**config.mk**
```make
export PLATFORM = sky130hd
export DESIGN_NAME = pwconv_top
export DESIGN_NICKNAME = d
export VERILOG_FILES = /design/src/common/pwconv_pkg.sv /design/src/common/pwconv_ctrl_if.sv /design/src/mac_chain/mac_stage.sv /design/src/mac_chain/mac_chain.sv /design/src/design/stream_control.sv /design/src/design/output_gather.sv /design/src/design/pwconv_top.sv
export SDC_FILE = /design/constraint.sdc
export NUM_CORES = 1
export LEC_CHECK = 0
export ABC_AREA = 1
export CAP_MARGIN = 10
export CORE_AREA = 2 2 98 100
export CTS_CLUSTER_DIAMETER = 30
export DETAILED_ROUTE_END_ITERATION = 10
export DIE_AREA = 0 0 100 102
export DONT_BUFFER_PORTS = 1
export PLACE_DENSITY = 0.87
export SETUP_SLACK_MARGIN = 0.5
export SLEW_MARGIN = 20
export SYNTH_ARGS = -nofsm -noshare
export SYNTH_HDL_FRONTEND = slang
export SYNTH_SLANG_ARGS = --single-unit
export TNS_END_PERCENT = 100
```
**constraint.sdc**
```tcl
create_clock -name clock_i -period 6.15 [get_ports clock_i]
set_input_delay 1.23 -clock clock_i [delete_from_list [all_inputs] [get_ports clock_i]]
set_output_delay 1.23 -clock clock_i [all_outputs]
set_load 0.1 [all_outputs]
```
**src/common/pwconv_pkg.sv**
```systemverilog
package pwconv_pkg;

    localparam int IN_CHANNELS = 3;
    localparam int OUT_CHANNELS = 4;

    // One advance cycle per output channel, because a single chain is time-shared.
    localparam int PHASES = OUT_CHANNELS;

    localparam int ACT_WIDTH = 8;
    localparam int WEIGHT_WIDTH = 8;

    // Full product plus headroom for IN_CHANNELS accumulations.
    localparam int SUM_WIDTH = ACT_WIDTH + WEIGHT_WIDTH + $clog2(IN_CHANNELS);

    // Each stage adds one register, so the last phase leaves the chain this many cycles later.
    localparam int PIPE_DEPTH = IN_CHANNELS;

    typedef logic [ACT_WIDTH-1:0] act_t;
    typedef logic [WEIGHT_WIDTH-1:0] weight_t;
    typedef logic [SUM_WIDTH-1:0] sum_t;
    typedef logic [$clog2(PHASES)-1:0] phase_t;
    typedef act_t [IN_CHANNELS-1:0] in_vec_t;
    typedef act_t [OUT_CHANNELS-1:0] out_vec_t;

    // Row j holds the weights of output channel j, column i those of input channel i.
    localparam weight_t WEIGHTS [OUT_CHANNELS][IN_CHANNELS] = '{
        '{8'd3, 8'd250, 8'd17},
        '{8'd128, 8'd1, 8'd64},
        '{8'd255, 8'd7, 8'd200},
        '{8'd12, 8'd99, 8'd0}
    };

    // Steps a phase counter and wraps after the last phase.
    function automatic phase_t next_phase(phase_t phase);
        if (phase == phase_t'(PHASES - 1)) begin
            return '0;
        end
        return phase + 1'b1;
    endfunction : next_phase

endpackage : pwconv_pkg

```
**src/common/pwconv_ctrl_if.sv**
```systemverilog
`timescale 1ns/1ps

interface pwconv_ctrl_if;
    import pwconv_pkg::*;

    // Global enable for every register in the datapath.
    logic advance;
    logic in_valid;
    logic out_valid;
    phase_t out_phase;

    modport ctrl (
        output advance, in_valid, out_valid, out_phase
    );

    modport chain (
        input advance, in_valid
    );

    modport gather (
        input advance, out_valid, out_phase
    );

endinterface : pwconv_ctrl_if

```
**src/mac_chain/mac_stage.sv**
```systemverilog
`timescale 1ns/1ps

module mac_stage #(
    parameter int STAGE = 0
) (
    input  logic             clock_i,
    input  logic             reset_i,
    pwconv_ctrl_if.chain     ctrl,
    input  pwconv_pkg::act_t act_i,
    input  pwconv_pkg::sum_t sum_i,
    output pwconv_pkg::sum_t sum_o
);
    import pwconv_pkg::*;

    act_t act_skewed;
    logic valid_skewed;
    phase_t phase;
    weight_t weight;
    sum_t product;

    // The activation is delayed by STAGE cycles so that it meets the partial sum
    // coming down the chain.
    if (STAGE == 0) begin : g_no_skew
        assign act_skewed = act_i;
        assign valid_skewed = ctrl.in_valid;
    end : g_no_skew
    else begin : g_skew
        act_t act_q [STAGE];
        logic [STAGE-1:0] valid_q;

        always_ff @(posedge clock_i) begin
            if (ctrl.advance) begin
                act_q[0] <= act_i;
                for (int i = 1; i < STAGE; i++) begin
                    act_q[i] <= act_q[i-1];
                end
            end
        end

        always_ff @(posedge clock_i) begin
            if (!reset_i) begin
                valid_q <= '0;
            end else if (ctrl.advance) begin
                valid_q[0] <= ctrl.in_valid;
                for (int i = 1; i < STAGE; i++) begin
                    valid_q[i] <= valid_q[i-1];
                end
            end
        end

        assign act_skewed = act_q[STAGE-1];
        assign valid_skewed = valid_q[STAGE-1];
    end : g_skew

    // Each stage tracks its own phase, since it sees the element STAGE cycles late.
    always_ff @(posedge clock_i) begin
        if (!reset_i) begin
            phase <= '0;
        end else if (ctrl.advance && valid_skewed) begin
            phase <= next_phase(phase);
        end
    end

    assign weight = WEIGHTS[phase][STAGE];
    assign product = sum_t'(weight) * sum_t'(act_skewed);

    always_ff @(posedge clock_i) begin
        if (ctrl.advance) begin
            sum_o <= sum_i + product;
        end
    end

    // A gap in the valid stream falls only between elements, when the phase is back at zero.
    idle_phase_a: assert property (
        @(posedge clock_i) disable iff (!reset_i)
        ctrl.advance && !valid_skewed |-> phase == '0
    );

endmodule : mac_stage

```
**src/mac_chain/mac_chain.sv**
```systemverilog
`timescale 1ns/1ps

module mac_chain (
    input  logic                clock_i,
    input  logic                reset_i,
    pwconv_ctrl_if.chain        ctrl,
    input  pwconv_pkg::in_vec_t data_i,
    output pwconv_pkg::act_t    result_o
);
    import pwconv_pkg::*;

    // Entry k is the partial sum entering stage k, the last one leaves the chain.
    sum_t sums [IN_CHANNELS+1];

    assign sums[0] = '0;

    for (genvar k = 0; k < IN_CHANNELS; k++) begin : g_stage
        mac_stage #(
            .STAGE(k)
        ) mac_stage_inst (
            .clock_i(clock_i),
            .reset_i(reset_i),
            .ctrl   (ctrl),
            .act_i  (data_i[k]),
            .sum_i  (sums[k]),
            .sum_o  (sums[k+1])
        );
    end : g_stage

    // Only the low bits are kept, which are the same for signed and unsigned operands.
    assign result_o = sums[IN_CHANNELS][ACT_WIDTH-1:0];

endmodule : mac_chain

```
**src/design/stream_control.sv**
```systemverilog
`timescale 1ns/1ps

module stream_control (
    input  logic clock_i,
    input  logic reset_i,
    input  logic slave_valid_i,
    input  logic master_ready_i,
    output logic slave_ready_o,
    output logic master_valid_o,
    pwconv_ctrl_if.ctrl ctrl
);
    import pwconv_pkg::*;

    phase_t in_phase;
    phase_t out_phase;
    logic [PIPE_DEPTH-1:0] valid_pipe;

    // Back-pressure from downstream stalls the whole pipeline.
    assign ctrl.advance = master_ready_i;
    assign ctrl.in_valid = slave_valid_i && master_ready_i;
    assign ctrl.out_valid = valid_pipe[PIPE_DEPTH-1];
    assign ctrl.out_phase = out_phase;

    // The element is held upstream until every phase has entered the chain.
    always_ff @(posedge clock_i) begin
        if (!reset_i) begin
            in_phase <= '0;
        end else if (ctrl.in_valid) begin
            in_phase <= next_phase(in_phase);
        end
    end

    assign slave_ready_o = master_ready_i && (in_phase == phase_t'(PHASES - 1));

    // Valid follows the data through the chain, one bit per stage register.
    always_ff @(posedge clock_i) begin
        if (!reset_i) begin
            valid_pipe <= '0;
        end else if (ctrl.advance) begin
            valid_pipe[0] <= ctrl.in_valid;
            for (int i = 1; i < PIPE_DEPTH; i++) begin
                valid_pipe[i] <= valid_pipe[i-1];
            end
        end
    end

    always_ff @(posedge clock_i) begin
        if (!reset_i) begin
            out_phase <= '0;
        end else if (ctrl.advance && ctrl.out_valid) begin
            out_phase <= next_phase(out_phase);
        end
    end

    // The whole element is complete once its last channel leaves the chain.
    assign master_valid_o = ctrl.out_valid && (out_phase == phase_t'(PHASES - 1));

    // Every valid bit in the delay line is an entered phase that has not yet left the chain.
    phase_balance_a: assert property (
        @(posedge clock_i) disable iff (!reset_i)
        phase_t'(in_phase - out_phase) == phase_t'($countones(valid_pipe))
    );

    // A reset edge clears both counters and the delay line before the next sample.
    quiet_in_reset_a: assert property (
        @(posedge clock_i)
        !reset_i |=> !master_valid_o && !slave_ready_o
    );

endmodule : stream_control

```
**src/design/output_gather.sv**
```systemverilog
`timescale 1ns/1ps

module output_gather (
    input  logic                 clock_i,
    pwconv_ctrl_if.gather        ctrl,
    input  pwconv_pkg::act_t     result_i,
    output pwconv_pkg::out_vec_t data_o
);
    import pwconv_pkg::*;

    // Output channel ch is computed in phase ch.
    for (genvar ch = 0; ch < PHASES; ch++) begin : g_channel
        if (ch == PHASES - 1) begin : g_last
            // The last channel is on the chain output when the element is presented.
            assign data_o[ch] = result_i;
        end : g_last
        else begin : g_buffered
            act_t buffer;

            always_ff @(posedge clock_i) begin
                if (ctrl.advance && ctrl.out_valid && ctrl.out_phase == phase_t'(ch)) begin
                    buffer <= result_i;
                end
            end

            assign data_o[ch] = buffer;
        end : g_buffered
    end : g_channel

endmodule : output_gather

```
**src/design/pwconv_top.sv**
```systemverilog
`timescale 1ns/1ps

module pwconv_top (
    input  logic                 clock_i,
    input  logic                 reset_i,

    input  logic                 slave_valid_i,
    output logic                 slave_ready_o,
    input  pwconv_pkg::in_vec_t  slave_data_i,

    output logic                 master_valid_o,
    input  logic                 master_ready_i,
    output pwconv_pkg::out_vec_t master_data_o
);
    import pwconv_pkg::*;

    // Low bits of the chain output for the phase that is leaving the chain.
    act_t result;

    pwconv_ctrl_if ctrl_if ();

    stream_control stream_control_inst (
        .clock_i       (clock_i),
        .reset_i       (reset_i),
        .slave_valid_i (slave_valid_i),
        .master_ready_i(master_ready_i),
        .slave_ready_o (slave_ready_o),
        .master_valid_o(master_valid_o),
        .ctrl          (ctrl_if.ctrl)
    );

    mac_chain mac_chain_inst (
        .clock_i (clock_i),
        .reset_i (reset_i),
        .ctrl    (ctrl_if.chain),
        .data_i  (slave_data_i),
        .result_o(result)
    );

    output_gather output_gather_inst (
        .clock_i (clock_i),
        .ctrl    (ctrl_if.gather),
        .result_i(result),
        .data_o  (master_data_o)
    );

endmodule : pwconv_top

```
* Word level (Yosys, flattened, before mapping) *
Memory sizes are Yosys's and may differ from the RTL's.
Cells that the tools add are included.

storage, ports and cells
  output and inout bits = 34
  register bits after elaboration = 64
  memories = 2
  word-level logic and storage cells = 86
  RAM bits = 24
  bits of input ports = 28

cells by class
  bitwise gates (word level) = 3
  equality and inequality tests = 7
  $mul = 3
  reduce and logical (&&, ||, !) cells = 11
  order comparisons = 3
  multiplexer cells = 36
  add/subtract/negate cells = 7

memory list
  memory                                                 depth  bits a word  read ports  clocked after Yosys merged registers in  wr ports  RTL line         text
  mac_chain_inst.g_stage[2].mac_stage_inst.g_skew.act_q  2      8            2           0                                        2         mac_stage.sv:28  act_t act_q [STAGE];
  mac_chain_inst.g_stage[1].mac_stage_inst.g_skew.act_q  1      8            1           0                                        1         mac_stage.sv:28

operators by type and width
  kind                                            count
  binary-select mux 24 bit (select 2 bit)         3
  two-way mux 24 bit                              2
  two-way mux 16 bit                              2
  multiplier 8 x 8 -> 8 bit                       3
  two-way mux 2 bit                               10
  two-way mux 1 bit                               17
  adder 8 bit                                     2
  two-way mux 8 bit                               2
  == test 2 bit (second input constant)           6
  adder 2 x 1 -> 2 bit (second input constant)    5
  logical AND 1 bit                               10
  >= comparator 3 bit (second input constant)     3
  NOT 2 -> 3 bit                                  3
  == test 2 x 1 -> 1 bit (second input constant)  1
  zero test 2 bit                                 1

* Logic depth before layout (Yosys ltp) *
Gate-level depths: netlist of the first run.

  depth after elaboration = 6
  depth in mapped cells = 24
  mapped depth without buffers = 23

* Hierarchy *
A second synthesis of the first run with hierarchy kept.

second synthesis, totals
  cells, all modules = 1365
  area total of the unflattened synthesis = 11787.6 um^2

by module, submodules not included
  module                                                 cells an instance  times used  area an instance (um^2)  seq. area each (um^2)
  mac_stage at mac_chain_inst.g_stage[1].mac_stage_inst  436                1           3686.0                   840.8
  mac_stage at mac_chain_inst.g_stage[2].mac_stage_inst  410                1           3528.4                   1101.1
  mac_stage at mac_chain_inst.g_stage[0].mac_stage_inst  429                1           3425.8                   580.6
  output_gather                                          41                 1           819.5                    720.7
  stream_control                                         48                 1           324.1                    140.1
  mac_chain                                              1                  1           3.8                      0.0

* Worst setup path before layout of the first run *
No wires, ideal clock.

  path type = input to register
  start = in slave_data_i[4] (netlist bit)
  end = reg mac_chain_inst.g_stage[0].mac_stage_inst.sum_o[7], data pin
  setup slack = 1.710 ns
  stages on the path = 19
  arrival time = 4.187 ns
  buffers on the path = 0
  cell sequence = nand2_1 fa_1 inv_1 fa_1 inv_1 fa_1 fa_1 inv_1 ha_1 nand2_1 nand2_1 a21oi_1 inv_1 nand2_1 nand2_1 nand2_1 nand2_1 nand2_1 nand2_1

between the ends
  word-level cells in the longest chain between the ends = 1

ends and longest elaborated chain
  item                                                     RTL line         text
  from (decl)                                              pwconv_top.sv:9  input pwconv_pkg::in_vec_t slave_data_i,
  multiplier 8 x 8 -> 8 bit                                mac_stage.sv:65  assign product = sum_t'(weight) * sum_t'(act_skewed);
  net mac_chain_inst.g_stage[0].mac_stage_inst.product[7]  mac_stage.sv:19  sum_t product;
  to (signal assigned)                                     mac_stage.sv:69  sum_o <= sum_i + product;
  to (decl)                                                mac_stage.sv:11  output pwconv_pkg::sum_t sum_o

The timed path passes the listed nets, and every way through them passes these cells.
A chain may end at the register's enable or synchronous reset.

* Worst setup path in the final report of the first run *
  start = reg mac_chain_inst.g_stage[0].mac_stage_inst.phase[1]
  end = reg mac_chain_inst.g_stage[0].mac_stage_inst.sum_o[7], data pin

between the ends
  word-level cells in the longest chain between the ends = 5

ends and longest elaborated chain
  item                                                     RTL line         text
  from (decl)                                              mac_stage.sv:17  phase_t phase;
  from (signal assigned)                                   mac_stage.sv:60  phase <= next_phase(phase);
  NOT 2 -> 3 bit (not written as such)                     mac_stage.sv:64  assign weight = WEIGHTS[phase][STAGE];
  binary-select mux 24 bit (select 2 bit)                  mac_stage.sv:64
  two-way mux 24 bit (not written as such) (2 in a row)    mac_stage.sv:64
  multiplier 8 x 8 -> 8 bit                                mac_stage.sv:65
  net mac_chain_inst.g_stage[0].mac_stage_inst.product[7]  mac_stage.sv:19

The timed path passes the listed nets, and every way through them passes these cells. The select of a mux whose other input is x is not followed.

==> reports/results.ini, run 1 <==
[routing]
viasPerCell = 5.24
antenna_left = 0
vias = 3875
firstDrtPassIters = 6
drc = 0
first_iter_violations = 182
wl_um = 10100
wl_per_cell_um = 13.7

[sta]
fmax_mhz = 216
setup_viol = 0
setup_tns_ns = 0
finClkSkew_ns = 0.0102
period_needed_ns = 4.64
slew_violations = 0
final_hold_viol_count = 0
rsz0062_at_grt = false
slew_headroom = 0.324
layout_setup_ws_ns = 1.51
min_period_over_period = 0.754
max_slew.worst_pin.slew_ns = 1.01

[cts]
cts_resized = 0
cts_sinks = 85
clk_pin_slew_ns = 0.09
holdBufCountCts = 0
root_buffer = clkbuf_8
clk_latency_ns = 0.36
cts_tree = yes
postCtsSetupRepairBufs = 0
htreeDepth = 3
cts_buffer_depth = 2
cts_buffers = 9

[place]
post_dp_cell_area_um2 = 5980
place_inst = 724
dp_slack_ns = 1.47
place.gp.congestion = 0.887
dpl.hpwl_um = 7940
io_buffers = 0

[die]
coreArea_um2 = 9110
start_util = 0.644
die_area_um2 = 10200
fp.dieH_um = 102
top_level_ports = 62
rows = 35
die_width_um = 100

[critical_path]
cp.required_ns = 6.28
critPathMaxStageDelay_ns = 0.54
endpoint_kind = flip-flop
crit_top_cell = nand2_1
path_cells = ha_1, nor2_8, inv_1, nand2_1, fa_1, inv_1, fa_1, inv_1, fa_1, fa_1, inv_1, ha_1, nand2_1, inv_1, a21oi_1, inv_1, nand2_1, nand2_1, nand2_1, nand2_1, nand2_1, nand2_1
worstSetupPathType = flip-flop to flip-flop
cp_slowest_cell = fa_1
r2r_setup_slack_ns = 1.51
cp-start-kind = flip-flop
arrival_ns = 4.77
crit_path_max_fanout = 9

[synthesis]
synthCells = 615
muxShareOfSynthArea = 0
synthXorXnorAreaFrac = 0.0237
syn_nets = 751
synthAdderAreaFrac = 0.277
synth-simple-area-share = 0.154
synth_cell_types = 23
syn_area_um2 = 5860
postSynthAreaPerCell_um2 = 9.53
seq_area_frac_synth = 0.413
ys_seq_elements = 85
synth_compound_area_frac = 0.0248
yosysWarnings = 0
synth_top_family_by_area = adder cells

[power_and_ir_drop]
power_leakage_nw = 3.24
p_per_area_nw_per_um2 = 399
ir_drop_mv = 0.232
p_total_w = 0.00246

[cells_and_area]
final_common_cell = inv_1
n_antenna_cell = 0
layout.cells.non_filler = 740
syn_to_final_growth_pct = 5.31
most-common-layout-cells = inv_1 (161), nand2_1 (139), ha_1 (72), edfxtp_1 (72), fa_1 (36)
regArea_um2 = 2420
drive_gt1_frac = 0.0445
fin_area_um2 = 6170
fill_cells = 695
nets = 760
multi_input_area_um2 = 2810

[flow_run]
cap_viol_max_count = 0

[global_routing]
grt_pass1_vias = 4021
grt_max_degree = 56
grt_remaining_overflow = 0
grt_pass1_wl_um = 17500
antenna_found_initial = 0
grt_usage = 0.221

[outcome]
status = complete, no violations

[worst_hold_path]
hold_class = flip-flop to flip-flop

==> cell type report <==
class | count | area share
Clock buffer | 11 | 0.0245
Clock inverter | 5 | 0.00709
Inverter | 162 | 0.0985
Multi-Input combinational cell | 366 | 0.455
Sequential cell | 85 | 0.392
Tap cell | 111 | 0.0225
==> registers in the layout, indices dropped and copies added, names as in the netlist <==
register	count
output_gather_inst.g_channel.g_buffered.buffer	24
mac_chain_inst.g_stage.mac_stage_inst.phase	6
mac_chain_inst.g_stage.mac_stage_inst.sum_o	24
stream_control_inst.in_phase	2
mac_chain_inst.g_stage.mac_stage_inst.g_skew.act_q	24
stream_control_inst.valid_pipe	3
stream_control_inst.ctrl.out_phase	2
==> metrics by stage <==
stage / hold WS [ns] / utilization
after floorplan: 0.400 / -
after global placement: 0.404 / 0.656
after detailed placement: 0.405 / 0.656
after CTS: 0.417 / 0.678
after global routing: 0.426 / 0.678
final: 0.412 / 0.678
==> per-layer routing <==
| metal | wire length [um] | GRT usage | vias up |
|---|---|---|---|
| li1 | - | - | 1914 |
| met1 | 3970 | 0.234 | 1830 |
| met2 | 5430 | 0.419 | 103 |
| met3 | 435 | 0.0561 | 28 |
| met4 | 308 | 0.0959 | 0 |
| met5 | 0 | 0 | - |
==> worst paths after layout <==
path,cells after the start,start,to
worst max register to register,22,flip-flop,mac_chain_inst.g_stage[0].mac_stage_inst.sum_o[7]$_DFFE_PP_
worst min-delay path,0,flip-flop,flip-flop
worst min register to register,0,flip-flop,flip-flop
worst max-delay path,22,flip-flop,mac_chain_inst.g_stage[0].mac_stage_inst.sum_o[7]$_DFFE_PP_
==> synthesized netlist by cell type, drive strengths merged <==
cell / instances / area [um^2]
xor2: 11 / 104
fa: 36 / 721
or2: 2 / 12.5
nand3: 32 / 160
buf: 2 / 22.5
nand4: 1 / 6.26
xnor2: 4 / 35.0
a21oi: 20 / 100
dfxtp: 13 / 260
nor3: 1 / 5.00
nand3b: 2 / 15.0
o21ai: 9 / 45.0
nand2: 145 / 569
inv: 162 / 608
edfxtp: 72 / 2160
nor2: 31 / 135
ha: 72 / 901
==> power breakdown <==
group / leakage [nW] / switching (W) / internal (W)
combinational: 2.35 / 0.000645 / 0.000441
clock: 0.0937 / 0.000212 / 0.000173
sequential: 0.793 / 0.000214 / 0.000781
==> worst max-delay path, delay by kind of cell, from the launching register on <==
kind	cells	cell delay (ns)
flip-flops	1	0.52
AND/OR/NAND/NOR	9	0.67
buffers and inverters	6	0.37
adder cells (fa/ha/maj)	6	2.68
AO/OA/AOI/OAI	1	0.15
==> cells by family (layout without fill, tap and decap cells) <==
kind of cell             Yosys count  in the layout
AND/OR/NAND/NOR                  214            214
buffers and inverters            164            178
adder cells (fa/ha/maj)          108            108
flip-flops                        85             85
AO/OA/AOI/OAI                     29             29
XOR/XNOR                          15             15
Note: power is estimated with default switching activity, not from simulation.
==> run 2: changes to the inputs <==
==> constraint.sdc (replaced) <==
create_clock -name clock_i -period 4.5 [get_ports clock_i]
set_input_delay 0.9 -clock clock_i [delete_from_list [all_inputs] [get_ports clock_i]]
set_output_delay 0.9 -clock clock_i [all_outputs]
set_load 0.1 [all_outputs]
==> run 2 against run 1 <==
Final area increased by 5.0%. Via count increased by 4.3%. Clock skew down 0.0017 ns. Clock power grew 47%. Combinational power is 65% higher. Final cell count grew 1.4%. Highest routed layer unchanged. Critical endpoint is now mac_chain_inst.g_stage[1].mac_stage_inst.sum_o[7]$_DFFE_PP_. Clock-buffer cell count down 2. Largest cell class unchanged. Utilization increased by 3.4 points.
==> reports/results.ini, run 2 (same netlist as run 1, synthesis figures left out) <==
[outcome]
status = complete, no violations

[cts]
holdBufCountCts = 0  ; unchanged
clk_pin_slew_ns = 0.09  ; about the same
root_buffer = clkbuf_8
clk_latency_ns = 0.37  ; about the same
cts_sinks = 85  ; unchanged
cts_buffer_depth = 2  ; unchanged
cts_buffers = 9  ; unchanged
cts_tree = yes
htreeDepth = 3  ; unchanged

[sta]
final_hold_viol_count = 0  ; unchanged
max_slew.worst_pin.slew_ns = 1.01  ; -0.00271 ns
rsz0062_at_grt = true
layout_setup_ws_ns = 0.439  ; -1.07 ns
finClkSkew_ns = 0.00849  ; -0.00171 ns
slew_headroom = 0.325  ; +0.00181
fmax_mhz = 246  ; +14%
slew_violations = 0  ; unchanged
setup_viol = 0  ; unchanged
setup_tns_ns = 0  ; unchanged
period_needed_ns = 4.06  ; -0.579 ns
min_period_over_period = 0.902  ; +0.148

[die]
start_util = 0.644  ; unchanged
rows = 35  ; unchanged
fp.dieH_um = 102  ; unchanged
die_width_um = 100  ; unchanged
top_level_ports = 62  ; unchanged
die_area_um2 = 10200  ; unchanged
coreArea_um2 = 9110  ; unchanged

[critical_path]
crit_path_max_fanout = 4  ; -5
cp.required_ns = 4.63  ; -1.65 ns
r2r.worst_path.cells = 21  ; -4.5%
arrival_ns = 4.19  ; -0.58 ns
crit_end = mac_chain_inst.g_stage[1].mac_stage_inst.sum_o[7]$_DFFE_PP_
cp-start-kind = flip-flop
r2r_end = mac_chain_inst.g_stage[1].mac_stage_inst.sum_o[7]$_DFFE_PP_
r2r_setup_slack_ns = 0.44  ; -1.07 ns
endpoint_kind = flip-flop
worstSetupPathType = flip-flop to flip-flop

[cells_and_area]
top_regs = mac_chain_inst.g_stage.mac_stage_inst.sum_o: 24 flops, mac_chain_inst.g_stage.mac_stage_inst.g_skew.act_q: 24 flops, output_gather_inst.g_channel.g_buffered.buffer: 24 flops
nets = 770  ; +1.3%
fin_area_um2 = 6480  ; +5.0%
final_common_cell = inv_1
n_antenna_cell = 0  ; unchanged
drive_gt1_frac = 0.121  ; +0.0760
most-common-layout-cells = inv_1 (152), nand2_1 (134), edfxtp_1 (72)
fill_cells = 610  ; -12%
syn_to_final_growth_pct = 10.6

[worst_hold_path]
hold_class = flip-flop to flip-flop
hold_depth = 0  ; unchanged

[global_routing]
grt_pass1_vias = 4119  ; +2.4%
antenna_found_initial = 0  ; unchanged
grt_max_degree = 56  ; unchanged
grt_pass1_wl_um = 18100  ; +3.0%
grt_usage = 0.229  ; +0.00782
grt_remaining_overflow = 0  ; unchanged

[routing]
vias = 4042  ; +4.3%
drc = 0  ; unchanged
first_iter_violations = 157  ; -14%
wl_per_cell_um = 14.9  ; +8.6%
firstDrtPassIters = 5  ; -1
viasPerCell = 5.39  ; +2.9%
wl_um = 11200  ; +10%
antenna_left = 0  ; unchanged

[place]
dp_slack_ns = 0.142  ; -1.33 ns
dpl.hpwl_um = 8120  ; +2.3%
place.gp.congestion = 0.878  ; -1.0%
post_dp_cell_area_um2 = 6030  ; +0.86%
io_buffers = 0  ; unchanged

[flow_run]
cap_viol_max_count = 0  ; unchanged

[power_and_ir_drop]
power_leakage_nw = 3.31  ; +2.0%
ir_drop_mv = 0.292  ; +26%
internal_power_w = 0.00210  ; +51%
pwr-share-clk = 0.152  ; -0.004
seqPwrFrac = 0.365  ; -0.039
power_switching_w = 0.00162  ; +52%
p_per_area_nw_per_um2 = 574  ; +44%
pwr-share-comb = 0.484  ; +0.044
sw_frac_of_total = 0.436  ; +0.00184

[run 2: what timing repair did]
action / CTS / global route
setup buffers: 5 / 5
pin swaps: 7 / 5
gates resized for setup: 27 / 17
setup endpoints to repair: 5 / 3
[run 2: worst max-delay path, cell delays in order (launching register included)]
cell and delay [ns]:
dfxtp_4 0.38, inv_6 0.05, ha_4 0.28, inv_2 0.04, nand2_2 0.06, inv_2 0.05
fa_1 0.50, inv_1 0.05, fa_1 0.51, fa_1 0.43, fa_1 0.51, inv_2 0.05
ha_4 0.27, nand3b_1 0.09, nand2_1 0.07, nand2_1 0.06, nand2_2 0.09, inv_2 0.05
nand3_2 0.05, nand2_1 0.06, nand2_1 0.10, nand2_1 0.06
[run 2: worst min path at each step]
stage                     startpoint   endpoint  slack (ns)
after floorplan            flip-flop  flip-flop        0.40
after global placement     flip-flop  flip-flop        0.41
after detailed placement   flip-flop  flip-flop        0.41
after CTS                  flip-flop  flip-flop        0.43
after global routing       flip-flop  flip-flop        0.44
final                      flip-flop  flip-flop        0.43
[run 2: final cells by class]
| class | instances | area (um^2) | share of cell area |
|---|---|---|---|
| multi-input cells | 366 | 3010 | 0.464 |
| clock buffers | 9 | 124 | 0.0191 |
| well taps | 111 | 139 | 0.0214 |
| repair buffers | 10 | 75.1 | 0.0116 |
| flip-flops and latches | 85 | 2430 | 0.376 |
| clock inverters | 7 | 82.6 | 0.0127 |
| inverters | 162 | 618 | 0.0953 |
[run 2: through the flow]
step | std cells | hold WS, ns | util | power [W]
6_report | 750 | 0.430 | 0.712 | 0.00372
5_1_grt | 750 | 0.440 | 0.712 | 0.00400
4_1_cts | 745 | 0.431 | 0.699 | 0.00363
3_5_place_dp | 724 | 0.407 | 0.662 | 0.00295
3_3_place_gp | 724 | 0.407 | 0.662 | 0.00279
2_1_floorplan | 615 | 0.400 | - | 0.00260
[run 2: power groups by stage]
stage | Clock [W] | Combinational [W] | Sequential (W)
after floorplan | 0 | 0.00125 | 0.00135
after detailed placement | 0 | 0.00158 | 0.00137
final | 0.000565 | 0.00180 | 0.00136
after global placement | 0 | 0.00143 | 0.00137
after global routing | 0.000596 | 0.00204 | 0.00137
after CTS | 0.000571 | 0.00170 | 0.00135
[run 2: routing by layer]
metal	share of wire	global-route usage
met5	0	0
met4	0.032	0.131
met3	0.049	0.0506
met2	0.54	0.430
met1	0.38	0.237
